File: config.mk
export PLATFORM = sky130hd
export DESIGN_NAME = block_stats_flat
export DESIGN_NICKNAME = d
export VERILOG_FILES = /design/src/common/pcs_pkg.sv /design/src/common/block_if.sv /design/src/design/block_stats.sv /design/src/flat_wrapper.sv
export VERILOG_INCLUDE_DIRS = /design/src /design/src/common
export SDC_FILE = /design/constraint.sdc
export NUM_CORES = 1
export LEC_CHECK = 0
export BUFFER_PORTS_ARGS = -buffer_cell sky130_fd_sc_hd__buf_4
export CAP_MARGIN = 5
export CORE_MARGIN = 2
export CORE_UTILIZATION = 47
export CTS_CLUSTER_SIZE = 10
export DETAILED_ROUTE_END_ITERATION = 7
export PLACE_DENSITY = 0.71
export SYNTH_ARGS = -nofsm -noshare
export SYNTH_HDL_FRONTEND = slang
export SYNTH_SLANG_ARGS = --single-unit
export TNS_END_PERCENT = 1
File: constraint.sdc
create_clock -name clk -period 7.8 [get_ports clk]
set_clock_uncertainty 0.2 [all_clocks]
set_input_delay 0.78 -clock clk [delete_from_list [all_inputs] [get_ports clk]]
set_output_delay 0.78 -clock clk [all_outputs]
set_load 0.02 [all_outputs]
File: src/common/pcs_macros.svh
// Widths, code points and character values for the BASE-R receive checker
// Block type codes follow the 64B/66B control block formats
// Sync header sits in the two low bits of the coded block
`ifndef PCS_MACROS_SVH
`define PCS_MACROS_SVH

`define PCS_DATA_W        64
`define PCS_HDR_W         2
`define PCS_LANES         8
`define PCS_CNT_W         32

`define PCS_SH_DATA       2'b10
`define PCS_SH_CTRL       2'b01

// Control block type field
`define PCS_BT_CTRL       8'h1E
`define PCS_BT_START      8'h78
`define PCS_BT_OSET       8'h4B
`define PCS_BT_T0         8'h87
`define PCS_BT_T1         8'h99
`define PCS_BT_T2         8'hAA
`define PCS_BT_T3         8'hB4
`define PCS_BT_T4         8'hCC
`define PCS_BT_T5         8'hD2
`define PCS_BT_T6         8'hE1
`define PCS_BT_T7         8'hFF

`define PCS_CTRL_IDLE     7'h00

// MII characters
`define PCS_MII_IDLE      8'h07
`define PCS_MII_ERROR     8'hFE
`define PCS_MII_START     8'hFB
`define PCS_MII_TERM      8'hFD
`define PCS_MII_SEQ       8'h9C

`define PCS_DATA_PATTERN  8'hAA

`endif

File: src/common/pcs_pkg.sv
// Shared types for the BASE-R receive checker
// Widths come from the macro header
`default_nettype none

`include "pcs_macros.svh"

package pcs_pkg;

    // Raw 66-bit block, sync header in bits [1:0]
    typedef logic [`PCS_DATA_W+`PCS_HDR_W-1:0] coded_block_t;

    // MII word, lane 0 in the low byte
    typedef logic [`PCS_DATA_W-1:0] mii_data_t;

    // One bit per lane, set for a control character
    typedef logic [`PCS_LANES-1:0] mii_ctrl_t;

    typedef logic [`PCS_CNT_W-1:0] count_t;

    typedef logic [2:0] lane_idx_t;

    // Block kind as seen by the mapper and the statistics
    typedef enum logic [2:0] {
        KIND_DATA  = 3'd0,
        KIND_CTRL  = 3'd1,
        KIND_START = 3'd2,
        KIND_OSET  = 3'd3,
        KIND_TERM  = 3'd4,
        KIND_ERROR = 3'd5
    } block_kind_e;

endpackage

`default_nettype wire

File: src/common/block_if.sv
// Classified block from the classifier to the mapper and statistics
// No handshake, valid is a one-cycle strobe per block
`timescale 1ns/1ps
`default_nettype none

interface block_if;
    import pcs_pkg::*;

    logic        valid;
    block_kind_e kind;
    lane_idx_t   term_lane;
    // Data block payload, or the 56 bits after the type byte
    mii_data_t   payload;
    logic        format_err;
    logic        sh_err;

    modport classifier (output valid, kind, term_lane, payload, format_err, sh_err);
    modport mapper     (input valid, kind, term_lane, payload);
    modport stats      (input valid, kind, format_err, sh_err);

endinterface

`default_nettype wire

File: src/design/block_stats.sv
// Block counters; type and sync counts one cycle after the block
// Pattern check works on the registered MII word, so the pattern count
// and the invalid-block sum land one cycle later
`timescale 1ns/1ps
`default_nettype none

`include "pcs_macros.svh"

module block_stats (
    input  logic               clk,
    input  logic               i_rst,
    block_if.stats             blk,
    input  logic               i_pattern_check,
    input  pcs_pkg::mii_data_t i_txd,
    input  pcs_pkg::mii_ctrl_t i_txc,
    output pcs_pkg::count_t    o_block_count,
    output pcs_pkg::count_t    o_data_count,
    output pcs_pkg::count_t    o_ctrl_count,
    output pcs_pkg::count_t    o_inv_sh_count,
    output pcs_pkg::count_t    o_inv_format_count,
    output pcs_pkg::count_t    o_inv_pattern_count,
    output pcs_pkg::count_t    o_inv_block_count
);
    import pcs_pkg::*;

    logic   valid_d;
    logic   pat_en_d;
    logic   pat_miss;
    logic   pat_hit;
    count_t pattern_next;

    // Any data lane off the fixed byte marks the whole block
    always_comb begin
        pat_miss = 1'b0;
        for (int j = 0; j < `PCS_LANES; j++) begin
            if (!i_txc[j] && i_txd[8*j +: 8] != `PCS_DATA_PATTERN) begin
                pat_miss = 1'b1;
            end
        end
    end

    assign pat_hit      = valid_d && pat_en_d && pat_miss;
    assign pattern_next = o_inv_pattern_count + count_t'(pat_hit);

    always_ff @(posedge clk or posedge i_rst) begin
        if (i_rst) begin
            valid_d  <= 1'b0;
            pat_en_d <= 1'b0;
        end else begin
            valid_d  <= blk.valid;
            pat_en_d <= i_pattern_check;
        end
    end

    // First stage, straight from the classifier
    always_ff @(posedge clk or posedge i_rst) begin
        if (i_rst) begin
            o_block_count      <= '0;
            o_data_count       <= '0;
            o_ctrl_count       <= '0;
            o_inv_sh_count     <= '0;
            o_inv_format_count <= '0;
        end else if (blk.valid) begin
            o_block_count      <= o_block_count + 1'b1;
            o_data_count       <= o_data_count + count_t'(blk.kind == KIND_DATA);
            o_ctrl_count       <= o_ctrl_count + count_t'(blk.kind != KIND_DATA && !blk.sh_err);
            o_inv_sh_count     <= o_inv_sh_count + count_t'(blk.sh_err);
            o_inv_format_count <= o_inv_format_count + count_t'(blk.format_err);
        end
    end

    // Second stage; sync and format counts already include this block here
    always_ff @(posedge clk or posedge i_rst) begin
        if (i_rst) begin
            o_inv_pattern_count <= '0;
            o_inv_block_count   <= '0;
        end else if (valid_d) begin
            o_inv_pattern_count <= pattern_next;
            o_inv_block_count   <= o_inv_sh_count + o_inv_format_count + pattern_next;
        end
    end

    a_total_covers: assert property (@(posedge clk) disable iff (i_rst)
        {1'b0, o_block_count} >= o_data_count + o_ctrl_count)
        else $error("total block count below data plus control count");

endmodule

`default_nettype wire

File: src/flat_wrapper.sv
// flat-port wrapper written by rule: the top's interface ports become plain ports
module block_stats_flat import pcs_pkg::*;
  (clk, i_rst, i_pattern_check, i_txd, i_txc, o_block_count, o_data_count, o_ctrl_count, o_inv_sh_count, o_inv_format_count, o_inv_pattern_count, o_inv_block_count, blk_valid, blk_kind, blk_format_err, blk_sh_err);
  block_if blk_i ();
  input  logic clk;
  input  logic i_rst;
  input  logic i_pattern_check;
  input  pcs_pkg::mii_data_t i_txd;
  input  pcs_pkg::mii_ctrl_t i_txc;
  output pcs_pkg::count_t o_block_count;
  output pcs_pkg::count_t o_data_count;
  output pcs_pkg::count_t o_ctrl_count;
  output pcs_pkg::count_t o_inv_sh_count;
  output pcs_pkg::count_t o_inv_format_count;
  output pcs_pkg::count_t o_inv_pattern_count;
  output pcs_pkg::count_t o_inv_block_count;
  input wire logic [$bits(blk_i.valid)-1:0] blk_valid;
  input wire logic [$bits(blk_i.kind)-1:0] blk_kind;
  input wire logic [$bits(blk_i.format_err)-1:0] blk_format_err;
  input wire logic [$bits(blk_i.sh_err)-1:0] blk_sh_err;
  assign blk_i.valid = blk_valid;
  assign blk_i.kind = blk_kind;
  assign blk_i.format_err = blk_format_err;
  assign blk_i.sh_err = blk_sh_err;
  block_stats u_core (.clk(clk), .i_rst(i_rst), .blk(blk_i), .i_pattern_check(i_pattern_check), .i_txd(i_txd), .i_txc(i_txc), .o_block_count(o_block_count), .o_data_count(o_data_count), .o_ctrl_count(o_ctrl_count), .o_inv_sh_count(o_inv_sh_count), .o_inv_format_count(o_inv_format_count), .o_inv_pattern_count(o_inv_pattern_count), .o_inv_block_count(o_inv_block_count));
endmodule
==> metrics.md, run 1 <==
| Metric | Value |
|---|---|
| Fillers | 2313 |
| Global-route met3 utilization | 0.0756 |
| Drt total wl | 34.5 mm |
| # Post-CTS Setup Buffers | 0 |
| Final hold slack | 131 ps |
| Leak | 7.79 nW |
| DP Area | 15500 sq um |
| First-pass GRT wire length | 55.8 mm |
| Max_cap viols | 0 |
| Grt met2 use | 0.392 |
| IO Port Bufs | 304 |
| Relative slew slack | 0.397 |
| Die width | 170 microns |
| RSZ-0062 raised after global routing | false |
| Endpoints failing setup | 0 |
| Vias/cell | 5.36 |
| Max Slew Vio Count | 0 |
| WP data arrival | 6050 ps |
| Avg Inst Size Synth | 10.0 sq um |
| Cells after DPL | 1914 |
| Clock Latency Late Sink | 560 ps |
| Clk buf depth | 3 |
| Largest fanout on the critical path | 8 |
| Die Ht | 170 microns |
| Startpoint types | input pin |
| Syn Std Cell Area | 12900 sq um |
| CP required | 8020 ps |
| Ant. Diodes | 0 |
| Slowest cell on crit path | a2111oi_0 |
| Final min period | 5830 ps |
| Post-Syn Nets | 1442 |
| Synth Warn # | 0 |
| Status | complete, no violations |
| Sequential-to-total area share from yosys stat | 0.438 |
| R2R Setup Slk | 2430 ps |
| CP dominant cell by count | ha_1 |
| Critical path cell sequence | buf_4, nor4bb_1, a21oi_1, nor4_1, a21oi_1, ha_1, ha_1, nand2_1, nor3_1, and2_1, and3_2, xnor2_1, fa_1, inv_1, ha_1, nand3_1, a211oi_1, o221ai_1, a2111oi_0, nor3_1, nand3b_1 |
| Core box area | 27000 sq um |
| Initial cell density of the core | 0.479 |
| Worst-margin pin slew | 904 ps |
| Peak Freq | 0.172 GHz |
| Post-synth EDFFs | 0 |
| Power Density | 208 nW/um^2 |
| Final hold violations | 0 |
| Global route overflow | 0 |
| Ports | 305 |
| Hold WC Path Type | in -> reg |
| Post-synth top area cell | dfrtp_1 |
| VDD IR max | 0.000260 V |
| Clock Sinks | 226 |
| Nets | 1756 |
| Final HPWL DP | 26.2 mm |
| Met1 Use GR | 0.320 |
| Starting DRT DRC Count | 654 |
| Setup TNS | 0 ps |
| Tcrit/Tclk final | 0.747 |
| Yosys top cell area share | 0.438 |
| Post-route ant nets | 0 |
| Count of state elements after synthesis | 226 |
| Largest net degree at the start of global routing | 104 |
| Vias | 10445 |
| CTS tree | done |
| Die ar. | 28800 sq um |
| GR peak layer | met2 |
| Post-route cell area | 16300 sq um |
| Vias in the first global route | 10399 |
| RePlAce Congestion | 0.943 |
| # rows | 60 |
| Drc violations | 0 |
| Distinct cells, synth | 68 |
| Hold Buf Count CTS | 0 |
| CP Capture Type | flip-flop |
| CP max stage delay | 700 ps |
| Routed length per placed instance | 17.7 microns |
| Root buffer cell | clkbuf_16 |
| Syn-to-layout area delta | 26.3% |
| H-Tree Level Count | 1 |
| Top_reg_cell synth | dfrtp_1 |
| Non-Filler Instances | 1950 |
| CTS buffer count | 27 |
| Largest cells by area after synthesis | dfrtp_1 (44%), xnor2_1 (12%), fa_1 (5.0%) |
| First-pass DRT Iterations | 5 |
| Layout cell share with drive strength beyond 1 | 0.236 |
| CTS clk-pin slew, worst paths | 60 ps |
| Crit path kind | in -> reg |
| GRT Overall Usage | 0.241 |
| Post-Syn Instances | 1288 |
| Synth async-reset ratio | 1.00 |
| Initial antenna violation count | 0 |
| CTS resizes | 0 |
==> synth_stat cells, types with 3 or more instances <==
master    instances
a211oi_1          8
a21o_1           10
xnor2_1         180
fa_1             32
nor4_1           11
nand4_1          47
a21oi_1          42
inv_1           123
nor3b_1           3
and4_1           13
nand3_1          75
o31ai_1           5
nand2_1         117
dfrtp_1         226
a31oi_1           5
o21ai_0          20
clkbuf_1         12
or3_1            14
buf_1             4
ha_1             41
nor2b_1           3
nor2_1           80
o211ai_1          9
and2_1            5
nor3_1           39
nor4bb_1         16
mux2_2           20
o21bai_1          4
xor2_1           45
and3_1           22
o21a_1            6
==> logic make-up (layout without fill, tap and decap cells) <==
logic type,after synthesis,in the layout,share of synthesized area
AOI/OAI and AO/OA,131,131,0.0659
adders and majority gates,73,73,0.0894
DFF,226,226,0.438
muxes,22,22,0.0190
buffers and inverters,146,467,0.0443
and+or+nand+nor,465,465,0.191
xor gates and xnor gates,225,225,0.153
==> path summary, 6_finish.rpt <==
check                                                startpoint                                        to  cells past startpoint
setup / recovery                                      i_txd[51]  u_core.o_inv_block_count[23]$_DFFE_PP0P_                     21
hold / removal                                  i_pattern_check                 u_core.pat_en_d$_DFF_PP0_                      1
setup reg to reg                       u_core.valid_d$_DFF_PP0_  u_core.o_inv_block_count[23]$_DFFE_PP0P_                     18
hold reg to reg            u_core.o_block_count[31]$_DFFE_PP0P_      u_core.o_block_count[31]$_DFFE_PP0P_                      1
max in group asynchronous                                 i_rst       u_core.o_data_count[18]$_DFFE_PP0P_                      3
min in group asynchronous                                 i_rst       u_core.o_data_count[29]$_DFFE_PP0P_                      2
==> state kept, by name, summed over array words and instances, names as in the netlist <==
name and count:
u_core.o_block_count 32, u_core.o_ctrl_count 32, u_core.o_data_count 32, u_core.o_inv_block_count 32
u_core.o_inv_format_count 32, u_core.o_inv_pattern_count 32, u_core.o_inv_sh_count 32, u_core.pat_en_d 1
u_core.valid_d 1
==> report_power, final <==
group | leakage [nW] | switching [mW] | internal, mW
combinational | 4.48 | 0.452 | 0.389
clock | 0.375 | 0.485 | 0.648
sequential | 2.93 | 0.136 | 1.28
==> cell usage in the layout (no fill, tap or decap), drive strengths merged, types with 8 or more instances in the layout <==
master    n
nand4    49
nand3    75
nor3     41
dfrtp   226
xor2     45
ha       41
nor2     80
mux2     20
a21o     10
nor4     12
buf     308
o21ai    20
a21oi    42
nor4bb   16
inv     124
a211oi    8
clkbuf   33
o211ai    9
nand2   117
or3      15
fa       32
and3     23
xnor2   180
and4     14
==> cell type report <==
cell class | count | area [sq um] | share of cell area
Clock inverter | 3 | 30.0 | 0.00184
Multi-Input combinational cell | 916 | 6680 | 0.410
Sequential cell | 226 | 5660 | 0.347
Inverter | 123 | 469 | 0.0288
Tap cell | 341 | 427 | 0.0262
Timing Repair Buffer | 308 | 2310 | 0.142
Clock buffer | 33 | 728 | 0.0447
==> metal layers <==
layer,share of wire,vias to the layer above
met5,0,-
met1,0.43,5058
li1,-,5021
met4,0.019,0
met2,0.46,325
met3,0.090,41
==> through the flow <==
stage / total power, mW / setup WS, ps / utilization
after floorplan: 1.94 / 629 / -
after global placement: 2.26 / 1610 / 0.577
after detailed placement: 2.27 / 1440 / 0.577
after CTS: 3.42 / 1990 / 0.605
after global routing: 3.56 / 1480 / 0.605
final: 3.39 / 1970 / 0.605
==> critical path: cells and delay by family <==
family / cells / cell delay, ps
fa+ha+maj: 4 / 1360
simple gates: 9 / 1840
buf+inv: 2 / 150
xor+xnor: 1 / 90
compound gates: 5 / 1820
No activity file was read; power rests on OpenSTA's default activity.
==> run 2, diff against run 1 <==
Clock period 7.8 ns to 6 ns, I/O delays scaled along.
==> run 2 against run 1 <==
  * Count of clock-buffer cells in the layout rose by 1
  * Cell area rose by 1.0%
  * Non-clock buffer count rose by 19
  * Cell count rose by 1.0%
  * First-iteration DRC count fell by 3.5%
  * Clock power rose by 32%
  * Combinational power rose by 30%
  * Setup slack got worse by 1400 ps
  * Flip-flop and latch count did not move
  * Critical endpoint is now u_core.o_inv_block_count[27]$_DFFE_PP0P_
  * Largest cell class unchanged
  * Highest routed layer unchanged
==> metrics.md, run 2 (synthesized netlist as in run 1, its figures left out) <==
| Metric | Value |
|---|---|
| Fillers | 2268 (was 2313) |
| Commonest cells after routing, fill and taps aside | buf_4 (325), dfrtp_1 (225), xnor2_1 (180) (was buf_4 (308), dfrtp_1 (225), xnor2_1 (180)) |
| Final HPWL DP | 26.3 mm (was 26.2 mm) |
| RSZ-0062 raised after global routing | false (unchanged) |
| Starting DRT DRC Count | 631 (was 654) |
| Clock Sinks | 226 (unchanged) |
| Met3 WL | 3.01 mm (was 3.12 mm) |
| Worst R2R Path Depth | 20 (was 18) |
| Relative slew slack | 0.381 (was 0.397) |
| DP Area | 15700 sq um (was 15500 sq um) |
| H-Tree Level Count | 1 (unchanged) |
| Peak Freq | 0.184 GHz |
| Nets | 1775 (was 1756) |
| RePlAce Congestion | 0.887 (was 0.943) |
| CTS resizes | 0 (unchanged) |
| Crit path kind | in -> reg (unchanged) |
| CP Capture Type | flip-flop (unchanged) |
| Initial antenna violation count | 0 (unchanged) |
| Drt total wl | 34.4 mm (was 34.5 mm) |
| R2R Setup Slk | 920 ps (was 2430 ps) |
| Core box area | 27000 sq um (unchanged) |
| Drc violations | 0 (unchanged) |
| Final min period | 5440 ps |
| Ant. Diodes | 0 (unchanged) |
| # rows | 60 (unchanged) |
| RR Startpoint | u_core.valid_d$_DFF_PP0_ (unchanged) |
| First-pass GRT wire length | 55.9 mm (was 55.8 mm) |
| Commonest non-fill, non-tap cell in the layout | buf_4 (unchanged) |
| Layout cell share with drive strength beyond 1 | 0.242 (was 0.236) |
| Syn-to-layout area delta | 27.6% (was 26.3%) |
| Leak | 7.88 nW (was 7.79 nW) |
| Vias in the first global route | 10612 (was 10399) |
| Setup TNS | 0 ps (unchanged) |
| Startpoint types | input pin (unchanged) |
| Vias | 10579 (was 10445) |
| Power Density | 268 nW/um^2 (was 208 nW/um^2) |
| Root buffer cell | clkbuf_16 (unchanged) |
| Die Ht | 170 microns (unchanged) |
| RR Endpoint | u_core.o_inv_block_count[27]$_DFFE_PP0P_ (was u_core.o_inv_block_count[23]$_DFFE_PP0P_) |
| Endpoints failing setup | 0 (unchanged) |
| Post-route ant nets | 0 (unchanged) |
| Post-route cell area | 16500 sq um (was 16300 sq um) |
| Final core utilization | 0.611 (was 0.605) |
| Met2 WL | 16.1 mm (about the same) |
| Die ar. | 28800 sq um (unchanged) |
| Final hold slack | 140 ps (was 131 ps) |
| Clk buf depth | 3 (unchanged) |
| Initial cell density of the core | 0.479 (unchanged) |
| Clock Latency Late Sink | 540 ps (was 560 ps) |
| Global route overflow | 0 (unchanged) |
| Largest fanout on the critical path | 8 (unchanged) |
| Tcrit/Tclk final | 0.907 |
| First-pass DRT Iterations | 7 (was 5) |
| Max Slew Vio Count | 0 (unchanged) |
| Top Metal Used | met4 (unchanged) |
| Hold WC Path Type | in -> async (was in -> reg) |
| WL met1 | 14.5 mm (was 14.7 mm) |
| Worst-margin pin slew | 929 ps (was 904 ps) |
| GRT Overall Usage | 0.240 (was 0.241) |
| Status | complete, no violations (unchanged) |
| Ports | 305 (unchanged) |
| CP required | 6210 ps (was 8020 ps) |
| WP data arrival | 5650 ps (was 6050 ps) |
| Final hold violations | 0 (unchanged) |
| Routed length per placed instance | 17.5 microns (was 17.7 microns) |
| Vias/cell | 5.37 (was 5.36) |
| Largest net degree at the start of global routing | 175 (was 104) |
| Max_cap viols | 0 (unchanged) |
| VDD IR max | 0.000235 V (was 0.000260 V) |
| CTS tree | done (unchanged) |
| CTS buffer count | 27 (unchanged) |
| IO Port Bufs | 304 (unchanged) |
| CTS clk-pin slew, worst paths | 60 ps (about the same) |
| Die width | 170 microns (unchanged) |
run 2: critical path, stage by stage:
cell      delay [ps]
buf_4            110
nor4bb_1         270
a21oi_1          120
nor4_1           310
a21oi_1          150
ha_1             240
ha_1             240
nand2_1          110
nor3_1            50
buf_4            160
and2_1           190
and3_2           250
xnor2_1          140
fa_1             490
inv_1             40
ha_1             380
nand3_1          180
o21ai_0          170
or3_1            390
o221a_2          250
o21ai_0          470
nor3b_1          260
o31ai_1          100
run 2: worst max-delay path by stage:
stage / startpoint / to / slack (ps)
final: i_txd[52] / u_core.o_inv_block_count[27]$_DFFE_PP0P_ / 560
after global routing: i_txd[48] / u_core.o_inv_block_count[27]$_DFFE_PP0P_ / 120
after CTS: i_txd[16] / u_core.o_inv_block_count[27]$_DFFE_PP0P_ / 660
after detailed placement: i_txd[16] / u_core.o_inv_block_count[27]$_DFFE_PP0P_ / 100
after global placement: i_txd[2] / u_core.o_inv_block_count[27]$_DFFE_PP0P_ / 150
after floorplan: u_core.valid_d$_DFF_PP0_ / u_core.o_inv_block_count[28]$_DFFE_PP0P_ / 620
run 2: layout make-up:
cell class	count	area, sq um	area share
Inverter	123	465	0.0283
Sequential cell	226	5660	0.344
Clock inverter	3	55.1	0.00334
Multi-Input combinational cell	916	6680	0.406
Timing Repair Buffer	327	2470	0.150
Tap cell	341	427	0.0259
Clock buffer	34	712	0.0432
run 2: stage by stage:
| stage | setup slack [ps] | cells | power [mW] |
|---|---|---|---|
| floorplan | 622 | 1288 | 2.52 |
| global placement | 151 | 1932 | 2.93 |
| detailed placement | 103 | 1932 | 2.95 |
| CTS | 657 | 1970 | 4.46 |
| global route | 116 | 1970 | 4.64 |
| finish | 558 | 1970 | 4.41 |
run 2: report_power, final:
group          switching [mW]  internal [mW]  total, mW
registers               0.175           1.66       1.83
clock network           0.619          0.867       1.49
logic                   0.581          0.509       1.09
total                    1.38           3.03       4.41
run 2: repair_timing:
item                      CTS  global route
hold endpoints to repair    1             0
hold buffers                1             0
buffers inserted            0             0
run 2: per-layer routing:
layer / vias to the layer above / track usage
met4: 0 / 0.0643
met1: 5137 / 0.316
li1: 5058 / -
met3: 60 / 0.0723
met2: 324 / 0.388
met5: - / 0
